## src/design/ctrlPkg.sv

```systemverilog
`default_nettype none

package ctrlPkg;

    // compare codes select the branch test in the datapath
    typedef enum logic [3:0] {
        aluAdd,
        aluSub,
        aluAnd,
        aluOr,
        aluSlt,
        aluEq,
        aluNe,
        aluLe,
        aluGt
    } aluOpT;

    typedef enum logic [1:0] {
        shLeft,
        shRightLogic,
        shRightArith
    } shiftOpT;

    typedef enum logic [1:0] {
        amtShamt,
        amtRs,
        amtSixteen // lui
    } shiftSrcT;

    typedef enum logic [1:0] {
        srcBReg,
        srcBFour,
        srcBImm,
        srcBBranchOffset
    } aluSrcBT;

    typedef enum logic [1:0] {
        pcAluResult,
        pcAluOut,
        pcJumpTarget
    } pcSourceT;

    typedef enum logic [1:0] {
        dstRt,
        dstRd,
        dstRa
    } regDestT;

    typedef enum logic [1:0] {
        wbAluOut,
        wbMem,
        wbShift,
        wbPcLink
    } memToRegT;

    typedef enum logic [2:0] {
        stIdle,
        stFetch,
        stDecode,
        stShiftLoad,
        stExec,
        stMemWait,
        stMemWrite,
        stWriteback
    } stateT;

    typedef struct packed {
        logic     pcWrite;
        logic     pcWriteCond;
        pcSourceT pcSource;
        logic     iorD;      // 1 selects data address
        logic     memWrite;
        logic     irWrite;
        logic     aluSrcA;   // 0 pc, 1 rs
        aluSrcBT  aluSrcB;
        aluOpT    aluOp;
        shiftSrcT shiftSrc;
        shiftOpT  shiftOp;
        regDestT  regDest;
        memToRegT memToReg;
        logic     regWrite;
    } ctrlWordT;

endpackage

`default_nettype wire

```

## src/design/isaPkg.sv

```systemverilog
`default_nettype none

package isaPkg;

    localparam int opcodeWidth = 6;
    localparam int functWidth  = 6;

    typedef logic [opcodeWidth-1:0] opcodeT;
    typedef logic [functWidth-1:0]  functT;

    // primary opcodes
    localparam opcodeT opRType = 6'd0;
    localparam opcodeT opJ     = 6'd2;
    localparam opcodeT opJal   = 6'd3;
    localparam opcodeT opBeq   = 6'd4;
    localparam opcodeT opBne   = 6'd5;
    localparam opcodeT opBle   = 6'd6;
    localparam opcodeT opBgt   = 6'd7;
    localparam opcodeT opAddi  = 6'd8;
    localparam opcodeT opAddiu = 6'd9;
    localparam opcodeT opSlti  = 6'd10;
    localparam opcodeT opLui   = 6'd15;
    localparam opcodeT opLw    = 6'd35;
    localparam opcodeT opSw    = 6'd43;

    localparam functT fnSll  = 6'd0;
    localparam functT fnSrl  = 6'd2;
    localparam functT fnSra  = 6'd3;
    localparam functT fnSllv = 6'd4;
    localparam functT fnSrav = 6'd7;
    localparam functT fnAdd  = 6'd32;
    localparam functT fnSub  = 6'd34;
    localparam functT fnAnd  = 6'd36;
    localparam functT fnOr   = 6'd37;
    localparam functT fnSlt  = 6'd42;

    typedef enum logic [2:0] {
        clsAlu,
        clsShift,
        clsBranch,
        clsJump,
        clsLoad,
        clsStore,
        clsNone // illegal or unknown
    } instrClassT;

endpackage

`default_nettype wire

```

## src/design/decodeIf.sv

```systemverilog
`timescale 1ns/1ps
`default_nettype none

interface decodeIf (
    input logic clk
);

    isaPkg::instrClassT instrClass;
    ctrlPkg::aluOpT     aluOp;
    ctrlPkg::shiftOpT   shiftOp;
    ctrlPkg::shiftSrcT  shiftSrc;
    logic               useImm;
    logic               link;     // jal writes ra
    logic               illegal;

    modport decoder (
        output instrClass, aluOp, shiftOp, shiftSrc, useImm, link, illegal
    );

    modport sequencer (
        input instrClass, illegal
    );

    modport wordGen (
        input clk, instrClass, aluOp, shiftOp, shiftSrc, useImm, link
    );

endinterface

`default_nettype wire

```

## src/design/controlUnit.sv

```systemverilog
`timescale 1ns/1ps
`default_nettype none

module controlUnit #(
    parameter int memWaitCycles = 2
) (
    input  logic              clk,
    input  logic              arstN,
    input  isaPkg::opcodeT    opcode,
    input  isaPkg::functT     funct,
    output logic              pcWrite,
    output logic              pcWriteCond,
    output ctrlPkg::pcSourceT pcSource,
    output logic              iorD,
    output logic              memWrite,
    output logic              irWrite,
    output logic              aluSrcA,
    output ctrlPkg::aluSrcBT  aluSrcB,
    output ctrlPkg::aluOpT    aluOp,
    output ctrlPkg::shiftSrcT shiftSrc,
    output ctrlPkg::shiftOpT  shiftOp,
    output ctrlPkg::regDestT  regDest,
    output ctrlPkg::memToRegT memToReg,
    output logic              regWrite,
    output logic              illegalOp
);

    ctrlPkg::stateT    state;
    ctrlPkg::ctrlWordT ctrlWord;

    decodeIf dec (.clk(clk));

    instrDecoder uDecoder (
        .opcode (opcode),
        .funct  (funct),
        .dec    (dec.decoder)
    );

    stepSequencer #(
        .memWaitCycles (memWaitCycles)
    ) uSequencer (
        .clk   (clk),
        .arstN (arstN),
        .dec   (dec.sequencer),
        .state (state)
    );

    controlWordGen uWordGen (
        .state (state),
        .dec   (dec.wordGen),
        .ctrl  (ctrlWord)
    );

    assign pcWrite     = ctrlWord.pcWrite;
    assign pcWriteCond = ctrlWord.pcWriteCond;
    assign pcSource    = ctrlWord.pcSource;
    assign iorD        = ctrlWord.iorD;
    assign memWrite    = ctrlWord.memWrite;
    assign irWrite     = ctrlWord.irWrite;
    assign aluSrcA     = ctrlWord.aluSrcA;
    assign aluSrcB     = ctrlWord.aluSrcB;
    assign aluOp       = ctrlWord.aluOp;
    assign shiftSrc    = ctrlWord.shiftSrc;
    assign shiftOp     = ctrlWord.shiftOp;
    assign regDest     = ctrlWord.regDest;
    assign memToReg    = ctrlWord.memToReg;
    assign regWrite    = ctrlWord.regWrite;

    assign illegalOp = (state == ctrlPkg::stDecode) && dec.illegal; // flagged in decode only

endmodule

`default_nettype wire

```

## src/design/controlWordGen.sv

```systemverilog
`timescale 1ns/1ps
`default_nettype none

module controlWordGen (
    input  ctrlPkg::stateT    state,
    decodeIf.wordGen          dec,
    output ctrlPkg::ctrlWordT ctrl
);

    always_comb
    begin
        ctrl = '0;
        case (state)
            ctrlPkg::stIdle: ctrl = '0; // all writes off
            ctrlPkg::stFetch:
            begin
                ctrl.iorD     = 1'b0;
                ctrl.irWrite  = 1'b1;
                ctrl.aluSrcA  = 1'b0;
                ctrl.aluSrcB  = ctrlPkg::srcBFour; // pc + 4
                ctrl.aluOp    = ctrlPkg::aluAdd;
                ctrl.pcWrite  = 1'b1;
                ctrl.pcSource = ctrlPkg::pcAluResult;
            end
            ctrlPkg::stDecode:
            begin
                ctrl.aluSrcA = 1'b0;
                ctrl.aluSrcB = ctrlPkg::srcBBranchOffset; // target into aluOut
                ctrl.aluOp   = ctrlPkg::aluAdd;
            end
            ctrlPkg::stShiftLoad:
            begin
                ctrl.shiftSrc = dec.shiftSrc;
                ctrl.shiftOp  = dec.shiftOp;
            end
            ctrlPkg::stExec:
            begin
                case (dec.instrClass)
                    isaPkg::clsAlu:
                    begin
                        ctrl.aluSrcA = 1'b1;
                        if (dec.useImm)
                        begin
                            ctrl.aluSrcB = ctrlPkg::srcBImm;
                        end
                        else
                        begin
                            ctrl.aluSrcB = ctrlPkg::srcBReg;
                        end
                        ctrl.aluOp = dec.aluOp;
                    end
                    isaPkg::clsShift:
                    begin
                        ctrl.shiftSrc = dec.shiftSrc;
                        ctrl.shiftOp  = dec.shiftOp;
                    end
                    isaPkg::clsBranch:
                    begin
                        ctrl.aluSrcA     = 1'b1;
                        ctrl.aluSrcB     = ctrlPkg::srcBReg;
                        ctrl.aluOp       = dec.aluOp; // compare code
                        ctrl.pcWriteCond = 1'b1;
                        ctrl.pcSource    = ctrlPkg::pcAluOut;
                    end
                    isaPkg::clsJump:
                    begin
                        ctrl.pcWrite  = 1'b1;
                        ctrl.pcSource = ctrlPkg::pcJumpTarget;
                        if (dec.link)
                        begin
                            ctrl.regWrite = 1'b1;
                            ctrl.regDest  = ctrlPkg::dstRa;
                            ctrl.memToReg = ctrlPkg::wbPcLink;
                        end
                    end
                    isaPkg::clsLoad, isaPkg::clsStore:
                    begin
                        ctrl.aluSrcA = 1'b1;
                        ctrl.aluSrcB = ctrlPkg::srcBImm; // base + offset
                        ctrl.aluOp   = ctrlPkg::aluAdd;
                    end
                    default: ctrl = '0;
                endcase
            end
            ctrlPkg::stMemWait:
            begin
                ctrl.iorD = 1'b1;
            end
            ctrlPkg::stMemWrite:
            begin
                ctrl.iorD     = 1'b1;
                ctrl.memWrite = 1'b1;
            end
            ctrlPkg::stWriteback:
            begin
                ctrl.regWrite = 1'b1;
                ctrl.regDest  = ctrlPkg::dstRt;
                if (!dec.useImm && dec.instrClass != isaPkg::clsLoad)
                begin
                    ctrl.regDest = ctrlPkg::dstRd; // r-type
                end
                case (dec.instrClass)
                    isaPkg::clsShift: ctrl.memToReg = ctrlPkg::wbShift;
                    isaPkg::clsLoad:  ctrl.memToReg = ctrlPkg::wbMem;
                    default:          ctrl.memToReg = ctrlPkg::wbAluOut;
                endcase
            end
            default: ctrl = '0;
        endcase
    end

    pcWriteExclusive: assert property (@(posedge dec.clk)
        !(ctrl.pcWrite && ctrl.pcWriteCond));

    // one fetch per instruction, never two in a row
    irWriteFetchOnly: assert property (@(posedge dec.clk)
        ctrl.irWrite |-> (state == ctrlPkg::stFetch) ##1 !ctrl.irWrite);

endmodule

`default_nettype wire

```

## src/design/instrDecoder.sv

```systemverilog
`timescale 1ns/1ps
`default_nettype none

module instrDecoder (
    input isaPkg::opcodeT opcode,
    input isaPkg::functT  funct,
    decodeIf.decoder      dec
);

    always_comb
    begin
        dec.instrClass = isaPkg::clsNone;
        dec.aluOp      = ctrlPkg::aluAdd;
        dec.shiftOp    = ctrlPkg::shLeft;
        dec.shiftSrc   = ctrlPkg::amtShamt;
        dec.useImm     = 1'b0;
        dec.link       = 1'b0;
        dec.illegal    = 1'b0;

        case (opcode)
            isaPkg::opRType:
            begin
                case (funct)
                    isaPkg::fnAdd: dec.instrClass = isaPkg::clsAlu;
                    isaPkg::fnSub:
                    begin
                        dec.instrClass = isaPkg::clsAlu;
                        dec.aluOp      = ctrlPkg::aluSub;
                    end
                    isaPkg::fnAnd:
                    begin
                        dec.instrClass = isaPkg::clsAlu;
                        dec.aluOp      = ctrlPkg::aluAnd;
                    end
                    isaPkg::fnOr:
                    begin
                        dec.instrClass = isaPkg::clsAlu;
                        dec.aluOp      = ctrlPkg::aluOr;
                    end
                    isaPkg::fnSlt:
                    begin
                        dec.instrClass = isaPkg::clsAlu;
                        dec.aluOp      = ctrlPkg::aluSlt;
                    end
                    isaPkg::fnSll: dec.instrClass = isaPkg::clsShift;
                    isaPkg::fnSrl:
                    begin
                        dec.instrClass = isaPkg::clsShift;
                        dec.shiftOp    = ctrlPkg::shRightLogic;
                    end
                    isaPkg::fnSra:
                    begin
                        dec.instrClass = isaPkg::clsShift;
                        dec.shiftOp    = ctrlPkg::shRightArith;
                    end
                    isaPkg::fnSllv:
                    begin
                        dec.instrClass = isaPkg::clsShift;
                        dec.shiftSrc   = ctrlPkg::amtRs; // amount from rs
                    end
                    isaPkg::fnSrav:
                    begin
                        dec.instrClass = isaPkg::clsShift;
                        dec.shiftOp    = ctrlPkg::shRightArith;
                        dec.shiftSrc   = ctrlPkg::amtRs;
                    end
                    default: dec.illegal = 1'b1;
                endcase
            end
            isaPkg::opJ:   dec.instrClass = isaPkg::clsJump;
            isaPkg::opJal:
            begin
                dec.instrClass = isaPkg::clsJump;
                dec.link       = 1'b1;
            end
            isaPkg::opAddi, isaPkg::opAddiu:
            begin
                dec.instrClass = isaPkg::clsAlu;
                dec.useImm     = 1'b1;
            end
            isaPkg::opSlti:
            begin
                dec.instrClass = isaPkg::clsAlu;
                dec.aluOp      = ctrlPkg::aluSlt;
                dec.useImm     = 1'b1;
            end
            isaPkg::opLui:
            begin
                dec.instrClass = isaPkg::clsShift; // imm << 16 through the shifter
                dec.shiftSrc   = ctrlPkg::amtSixteen;
                dec.useImm     = 1'b1;
            end
            isaPkg::opBeq:
            begin
                dec.instrClass = isaPkg::clsBranch;
                dec.aluOp      = ctrlPkg::aluEq;
            end
            isaPkg::opBne:
            begin
                dec.instrClass = isaPkg::clsBranch;
                dec.aluOp      = ctrlPkg::aluNe;
            end
            isaPkg::opBle:
            begin
                dec.instrClass = isaPkg::clsBranch;
                dec.aluOp      = ctrlPkg::aluLe;
            end
            isaPkg::opBgt:
            begin
                dec.instrClass = isaPkg::clsBranch;
                dec.aluOp      = ctrlPkg::aluGt;
            end
            isaPkg::opLw:  dec.instrClass = isaPkg::clsLoad;
            isaPkg::opSw:  dec.instrClass = isaPkg::clsStore;
            default:       dec.illegal    = 1'b1;
        endcase

        if (dec.illegal)
        begin
            dec.instrClass = isaPkg::clsNone;
        end
    end

endmodule

`default_nettype wire

```

## src/design/stepSequencer.sv

```systemverilog
`timescale 1ns/1ps
`default_nettype none

module stepSequencer #(
    parameter int memWaitCycles = 2
) (
    input  logic          clk,
    input  logic          arstN,
    decodeIf.sequencer    dec,
    output ctrlPkg::stateT state
);

    localparam int cntW = (memWaitCycles > 1) ? $clog2(memWaitCycles) : 1;
    localparam logic [cntW-1:0] waitLast = cntW'(memWaitCycles - 1);

    ctrlPkg::stateT  stateNext;
    logic [cntW-1:0] waitCnt;

    always_comb
    begin
        stateNext = state;
        case (state)
            ctrlPkg::stIdle:   stateNext = ctrlPkg::stFetch;
            ctrlPkg::stFetch:  stateNext = ctrlPkg::stDecode;
            ctrlPkg::stDecode:
            begin
                if (dec.illegal)
                begin
                    stateNext = ctrlPkg::stFetch; // no-op
                end
                else
                begin
                    case (dec.instrClass)
                        isaPkg::clsShift: stateNext = ctrlPkg::stShiftLoad;
                        isaPkg::clsNone:  stateNext = ctrlPkg::stFetch;
                        default:          stateNext = ctrlPkg::stExec;
                    endcase
                end
            end
            ctrlPkg::stShiftLoad: stateNext = ctrlPkg::stExec;
            ctrlPkg::stExec:
            begin
                case (dec.instrClass)
                    isaPkg::clsAlu,
                    isaPkg::clsShift: stateNext = ctrlPkg::stWriteback;
                    isaPkg::clsLoad:  stateNext = ctrlPkg::stMemWait;
                    isaPkg::clsStore: stateNext = ctrlPkg::stMemWrite;
                    default:          stateNext = ctrlPkg::stFetch; // branch, jump
                endcase
            end
            ctrlPkg::stMemWait:
            begin
                if (waitCnt == waitLast)
                begin
                    stateNext = ctrlPkg::stWriteback;
                end
            end
            ctrlPkg::stMemWrite:  stateNext = ctrlPkg::stFetch;
            ctrlPkg::stWriteback: stateNext = ctrlPkg::stFetch;
            default:              stateNext = ctrlPkg::stIdle;
        endcase
    end

    always_ff @(posedge clk or negedge arstN)
    begin
        if (!arstN)
        begin
            state   <= ctrlPkg::stIdle;
            waitCnt <= '0;
        end
        else
        begin
            state <= stateNext;
            if (state == ctrlPkg::stMemWait)
            begin
                waitCnt <= waitCnt + 1'b1;
            end
            else
            begin
                waitCnt <= '0; // ready for next load
            end
        end
    end

    // class-specific states only for their own class
    stateMatchesClass: assert property (@(posedge clk) disable iff (!arstN)
        (state != ctrlPkg::stMemWait || dec.instrClass == isaPkg::clsLoad)
        && (state != ctrlPkg::stMemWrite || dec.instrClass == isaPkg::clsStore)
        && (state != ctrlPkg::stShiftLoad || dec.instrClass == isaPkg::clsShift));

    // a load spends exactly memWaitCycles in the wait state
    memWaitBound: assert property (@(posedge clk) disable iff (!arstN)
        (state == ctrlPkg::stExec && dec.instrClass == isaPkg::clsLoad)
        |=> ##(memWaitCycles) (state == ctrlPkg::stWriteback));

endmodule

`default_nettype wire

```

## config.mk

```make
export PLATFORM = sky130hd
export DESIGN_NAME = controlUnit
export DESIGN_NICKNAME = d
export VERILOG_FILES = /design/src/design/ctrlPkg.sv /design/src/design/isaPkg.sv /design/src/design/decodeIf.sv /design/src/design/controlUnit.sv /design/src/design/controlWordGen.sv /design/src/design/instrDecoder.sv /design/src/design/stepSequencer.sv
export SDC_FILE = /design/constraint.sdc
export NUM_CORES = 1
export LEC_CHECK = 0
export ABC_AREA = 1
export ABC_CLOCK_PERIOD_IN_PS = 1410
export BUFFER_PORTS_ARGS = -buffer_cell sky130_fd_sc_hd__buf_2
export CAP_MARGIN = 0
export CELL_PAD_IN_SITES_DETAIL_PLACEMENT = 0
export CELL_PAD_IN_SITES_GLOBAL_PLACEMENT = 1
export CORE_UTILIZATION = 27
export CTS_CLUSTER_SIZE = 14
export DETAILED_ROUTE_END_ITERATION = 10
export PLACE_DENSITY = 0.87
export SLEW_MARGIN = 0
export SYNTH_ARGS = -nofsm -noshare
export SYNTH_HDL_FRONTEND = slang
export SYNTH_HIERARCHICAL = 1
export SYNTH_SLANG_ARGS = --single-unit
```

## constraint.sdc

```tcl
create_clock -name clk -period 1.41 [get_ports clk]
set_input_delay 0.141 -clock clk [delete_from_list [all_inputs] [get_ports clk]]
set_output_delay 0.141 -clock clk [all_outputs]
set_load 0.01 [all_outputs]
```

## Word level (Yosys, flattened, before mapping)

Index checks and enable logic that the tools add are counted.

| storage, ports and cells | value |
|---|---|
| bits of input ports | 14 |
| flip-flop bits (word level) | 4 |
| logic and storage cells | 98 |

| cells by class | value |
|---|---|
| reductions and logical operators | 21 |
| multiplexer cells | 38 |
| equal/unequal tests | 36 |
| add/subtract/negate cells | 1 |

Operator list:

| operator | count |
|---|---|
| 6-bit equality test (second input constant) | 7 |
| 7-bit one-hot mux with 3 select lines | 2 |
| 6-bit by 3-bit equality test with 1-bit output (second input constant) | 6 |
| 6-bit by 2-bit equality test with 1-bit output (second input constant) | 4 |
| 6-bit by 4-bit equality test with 1-bit output (second input constant) | 4 |
| 4-bit one-hot mux with 6 select lines | 1 |
| 3-bit equality test (second input constant) | 7 |
| 3-bit one-hot mux with 7 select lines | 1 |
| 3-bit one-hot mux with 6 select lines | 1 |
| 2-bit one-hot mux with 2 select lines | 4 |
| 3-bit by 2-bit equality test with 1-bit output (second input constant) | 4 |
| 6-bit zero test | 2 |
| 1-bit two-way mux | 12 |
| 3-bit one-hot mux with 2 select lines | 2 |
| 3-bit one-hot mux with 4 select lines | 1 |
| 12-bit OR reduction | 1 |
| 2-bit OR reduction | 6 |
| 5-bit two-way mux | 2 |
| 5-bit one-hot mux with 2 select lines | 1 |
| 10-bit OR reduction | 1 |
| 5-bit OR reduction | 2 |
| 3-bit two-way mux | 3 |
| 3-bit one-hot mux with 3 select lines | 1 |
| 4-bit one-hot mux with 2 select lines | 1 |
| 12 further kinds | 20 |

## Depth between registers and ports, before layout

| logic depth | value |
|---|---|
| depth after elaboration | 9 |
| mapped depth | 13 |
| mapped depth without buffers | 13 |

## Modules after synthesis

Netlist, hierarchy kept.

By module, submodules not included:

| module | area each (µm²) | cells an instance | sequential area each (µm²) | times used |
|---|---|---|---|---|
| instrDecoder | 397.9 | 83 | 0.0 | 1 |
| controlWordGen | 296.5 | 64 | 0.0 | 1 |
| stepSequencer | 251.5 | 37 | 100.1 | 1 |
| controlUnit | 21.3 | 5 | 0.0 | 1 |

## Worst setup path after synthesis

Ideal clock, no wire load.

| path | value |
|---|---|
| kind | input-to-output |
| start point | input opcode[5] |
| end point | output pcSource[0] |
| required time | 1.269 ns |
| path slack | -0.235 ns |
| buffers on the path | 1 |
| data arrival time | 1.504 ns |
| cell stages on the path | 9 |
| path through | nor2_4 -> nand3_2 -> nand2_1 -> nor2_2 -> nand2_2 -> nand3_1 -> or2_0 -> clkbuf_2 -> nor3_1 |

| on the way | value |
|---|---|
| word-level cells in the longest chain between the ends | 7 |

Ends and longest elaborated chain:

| item | RTL line | text |
|---|---|---|
| start: declaration | controlUnit.sv:9 | `input isaPkg::opcodeT opcode,` |
| 6-bit by 2-bit equality test with 1-bit output, or another cell as far along | instrDecoder.sv:20 | `case (opcode)` |
| 12-bit OR reduction (no source line), or another cell as far along | -- |  |
| 1-bit one-hot mux with 2 select lines or 3-bit one-hot mux with 7 select lines (tied branches) | instrDecoder.sv:20 |  |
| 3-bit two-way mux * | instrDecoder.sv:118 | `if (dec.illegal)` |
| net dec.instrClass[2] | decodeIf.sv:8 | `isaPkg::instrClassT instrClass;` |
| 3-bit by 2-bit equality test with 1-bit output | controlWordGen.sv:38 | `case (dec.instrClass)` |
| 2-bit one-hot mux with 2 select lines * | controlWordGen.sv:38 |  |
| 2-bit two-way mux * | controlWordGen.sv:13 | `case (state)` |
| end: declaration | controlUnit.sv:13 | `output ctrlPkg::pcSourceT pcSource,` |

The timed path passes the listed nets; every way through them passes the cells marked *.

## Worst setup path in the final report

| path | value |
|---|---|
| start point | input opcode[1] |
| end point | output aluSrcA |

| on the way | value |
|---|---|
| word-level cells in the longest chain between the ends | 8 |

Ends and longest elaborated chain:

| item | RTL line | text |
|---|---|---|
| 6-bit by 2-bit equality test with 1-bit output, or another cell as far along | instrDecoder.sv:20 |  |
| 12-bit OR reduction (no source line), or another cell as far along | -- |  |
| 1-bit one-hot mux with 2 select lines or 3-bit one-hot mux with 7 select lines (tied branches) | instrDecoder.sv:20 |  |
| 3-bit two-way mux * | instrDecoder.sv:118 |  |
| net dec.instrClass[2] | decodeIf.sv:8 |  |
| 3-bit equality test | controlWordGen.sv:38 |  |
| 2-bit OR reduction | controlWordGen.sv:38 |  |
| 7-bit one-hot mux with 3 select lines * | controlWordGen.sv:38 |  |
| 7-bit one-hot mux with 3 select lines * | controlWordGen.sv:13 |  |
| end: declaration | controlUnit.sv:17 | `output logic aluSrcA,` |

Marked as above.

==> impl_metrics.tcl <==
set metrics [dict create \
    cts_tree "done" \
    yosysSeqAreaShare_pct 10.3 \
    area_delta_synth_final_pct 112 \
    cts_num_sinks 4 \
    die_w_um 61.9 \
    nFillCells 296 \
    gp_congestion 0.855 \
    holdWs_ps 241 \
    synthSimpleGateAreaFrac_pct 68.4 \
    power_density_nw_per_um2 710 \
    total_power_uw 1460 \
    hold_violations 0 \
    place_ws_ps -420 \
    final_area_um2 2050 \
    crit_chain "buf_2 > nand2_4 > nor2_1 > nand2_2 > nand2_2 > nor2_2 > nand2_2 > nand3_4 > or2_4 > buf_6 > a21oi_4 > buf_2" \
    arrival_ps 1700 \
    wirelength_mm 3.55 \
    synth-xor-area-share_pct 0 \
    finalWorstSetupSlack_ps -428 \
    drc 0 \
    final_common_cell "buf_4" \
    synth-adder-area-share_pct 0 \
    antenna_cells 0 \
    rsz0062_at_grt "yes" \
    grt_usage_pct 16.5 \
    multi_input_area_um2 1040 \
    synth_warnings 6 \
    synth.distinct_cells 25 \
    grt_pass1_wl_mm 4.95 \
    slew_viol_final 0 \
    maxCapViolations 0 \
    seq_area_um2 101 \
    grt.overflow.total 0 \
    wl_met2_mm 1.87 \
    yosys-mux-area-fraction_pct 0 \
    ir_drop_mv 0.352 \
    crit_fanout 6 \
    worstSetupPathType "in -> out" \
    cp-end-kind "primary output" \
    max_slew_margin_pct 78.4 \
    dp_hpwl_mm 2.37 \
    layout_common_cells "buf_4, nand2_1, buf_2" \
    cp.required_ps 1270 \
    cp_slowest_cell "or2_4" \
    fin_util_pct 60.5 \
    worstMarginPinSlew_ps 321 \
    met3_length_um 138 \
    path_clk_slew_ps 40 \
    leakage_uw 0.00103 \
    fin_crit_sh_pct 130 \
    ys_ff_latch 4 \
    clockBufferDepth 2 \
    cts-buffers-inserted 3 \
    dr_total_vias 1507 \
    synth_compound_area_share_pct 8.41 \
    drt_iter0_drc 46 \
    start_kind "input port" \
    skew_ps 3.91 \
    avgSynthCellArea_um2 5.12 \
    num_rows 21 \
    synth_fp_nets 203 \
    antenna_found_initial 0 \
    status "finished with violations" \
    routedLengthMet1_mm 1.49 \
    routedWlPerCell_um 10.9 \
    setup_viol 23 \
    syn_area_um2 967 \
    netlist_instances 189 \
    vias_per_cell 4.62 \
    die_y_um 61.9 \
    ant_nets 0 \
    placed_area_um2 1580 \
    clk_latency_ps 230 \
    start_util_pct 28.5 \
    cts_root_buffer "clkbuf_4" \
    worstHoldPathType "in -> async" \
    synth_top_family_by_area "simple AND/OR/NAND/NOR gates" \
    routed.top_layer "met4" \
    io_buffers 37 \
    grt_max_degree 12 \
    violations "setup timing" \
    fin_crit_ps 1840 \
    drive_above_1_share_pct 65.0 \
    coreArea_um2 3390 \
    cp_common_cell "nand2_2" \
    htree_levels 1 \
    fmax_mhz 544 \
    io_pins 38 \
    slowest_delay_ps 260 \
    grt_pass1_vias 1255 \
    fin_nets 296 \
    die-area_um2 3830 \
    first_pass_iters 4 \
]
-- critical path, delay by kind of cell --
kind	cells	cell delay, ps
compound gates	1	100
simple gates	8	1020
buf+inv	3	410
-- metrics by stage --
stage | TNS [ps] | cells
after global routing | -10070 | 326
final | -7640 | 326
after floorplan | -750 | 189
after global placement | -7570 | 306
after CTS | -5860 | 318
after detailed placement | -7710 | 306
-- routing by layer --
layer  global-route usage [%]  vias to the layer above
met5                        0                        -
met4                    0.952                        0
met3                    0.621                        6
met2                     31.8                       44
met1                     21.3                      666
li1                         -                      791
-- synth_stat cells --
| library cell | n | share of area (%) |
|---|---|---|
| o21bai_1 | 1 | 0.78 |
| nand4_1 | 2 | 1.3 |
| inv_1 | 25 | 9.7 |
| nand2_1 | 47 | 18 |
| inv_2 | 5 | 1.9 |
| a21oi_1 | 4 | 2.1 |
| nor3_4 | 1 | 1.7 |
| nor2_1 | 32 | 12 |
| and3_2 | 1 | 0.78 |
| o22ai_1 | 1 | 0.65 |
| or2_0 | 1 | 0.65 |
| o211ai_1 | 1 | 0.78 |
| nand3_1 | 26 | 13 |
| nand3b_1 | 2 | 1.6 |
| inv_4 | 1 | 0.65 |
| dfrtp_1 | 4 | 10 |
| clkbuf_2 | 1 | 0.52 |
| nor3_1 | 6 | 3.1 |
| o21ai_0 | 7 | 3.6 |
| nor2_2 | 8 | 5.2 |
| nor2_4 | 3 | 3.5 |
| o21ai_1 | 1 | 0.52 |
| nand2_2 | 6 | 3.9 |
| nand3_2 | 2 | 2.1 |
| nor4_1 | 1 | 0.65 |
-- cells by family after synthesis --
| family | Yosys count |
|---|---|
| AO/OA/AOI/OAI | 15 |
| flip-flops | 4 |
| AND/OR/NAND/NOR | 138 |
| buffers and inverters | 32 |
-- area by class of cell --
cell class,count,area share [%]
clock buffer,3,1.10
inverter,31,6.29
multi-input combinational,153,50.8
sequential,4,4.95
tap,46,2.81
timing repair buffer,89,34.1
-- power by group --
part,internal [uW],leakage (uW),switching (uW)
registers,163,0.0000495,57.2
clock network,94.9,0.0000138,42.6
logic,435,0.000965,662
-- sequential cells by signal, summed over array words and instances (netlist names) --
name	flops
uSequencer/state	3
uSequencer/waitCnt	1
-- final timing paths --
check	start	to	slack (ps)	depth (start not counted)
worst max-delay path	opcode[1]	aluSrcA	-430	12
worst min-delay path	arstN	uSequencer/state[0]	240	2
worst max register to register	uSequencer/state[1]	uSequencer/state[1]	150	8
worst min register to register	uSequencer/waitCnt	uSequencer/waitCnt	420	1
max in group asynchronous	arstN	uSequencer/state[2]	1040	2
min in group clk	uSequencer/waitCnt	uSequencer/waitCnt	420	1
-- timing repair --
action	CTS	global route
hold endpoints to repair	4	0
setup endpoints to repair	23	25
hold buffers	1	0
pin swaps	16	27
buffers inserted	8	8
resized for setup	28	65
Note: power is estimated with default switching activity, not from simulation.
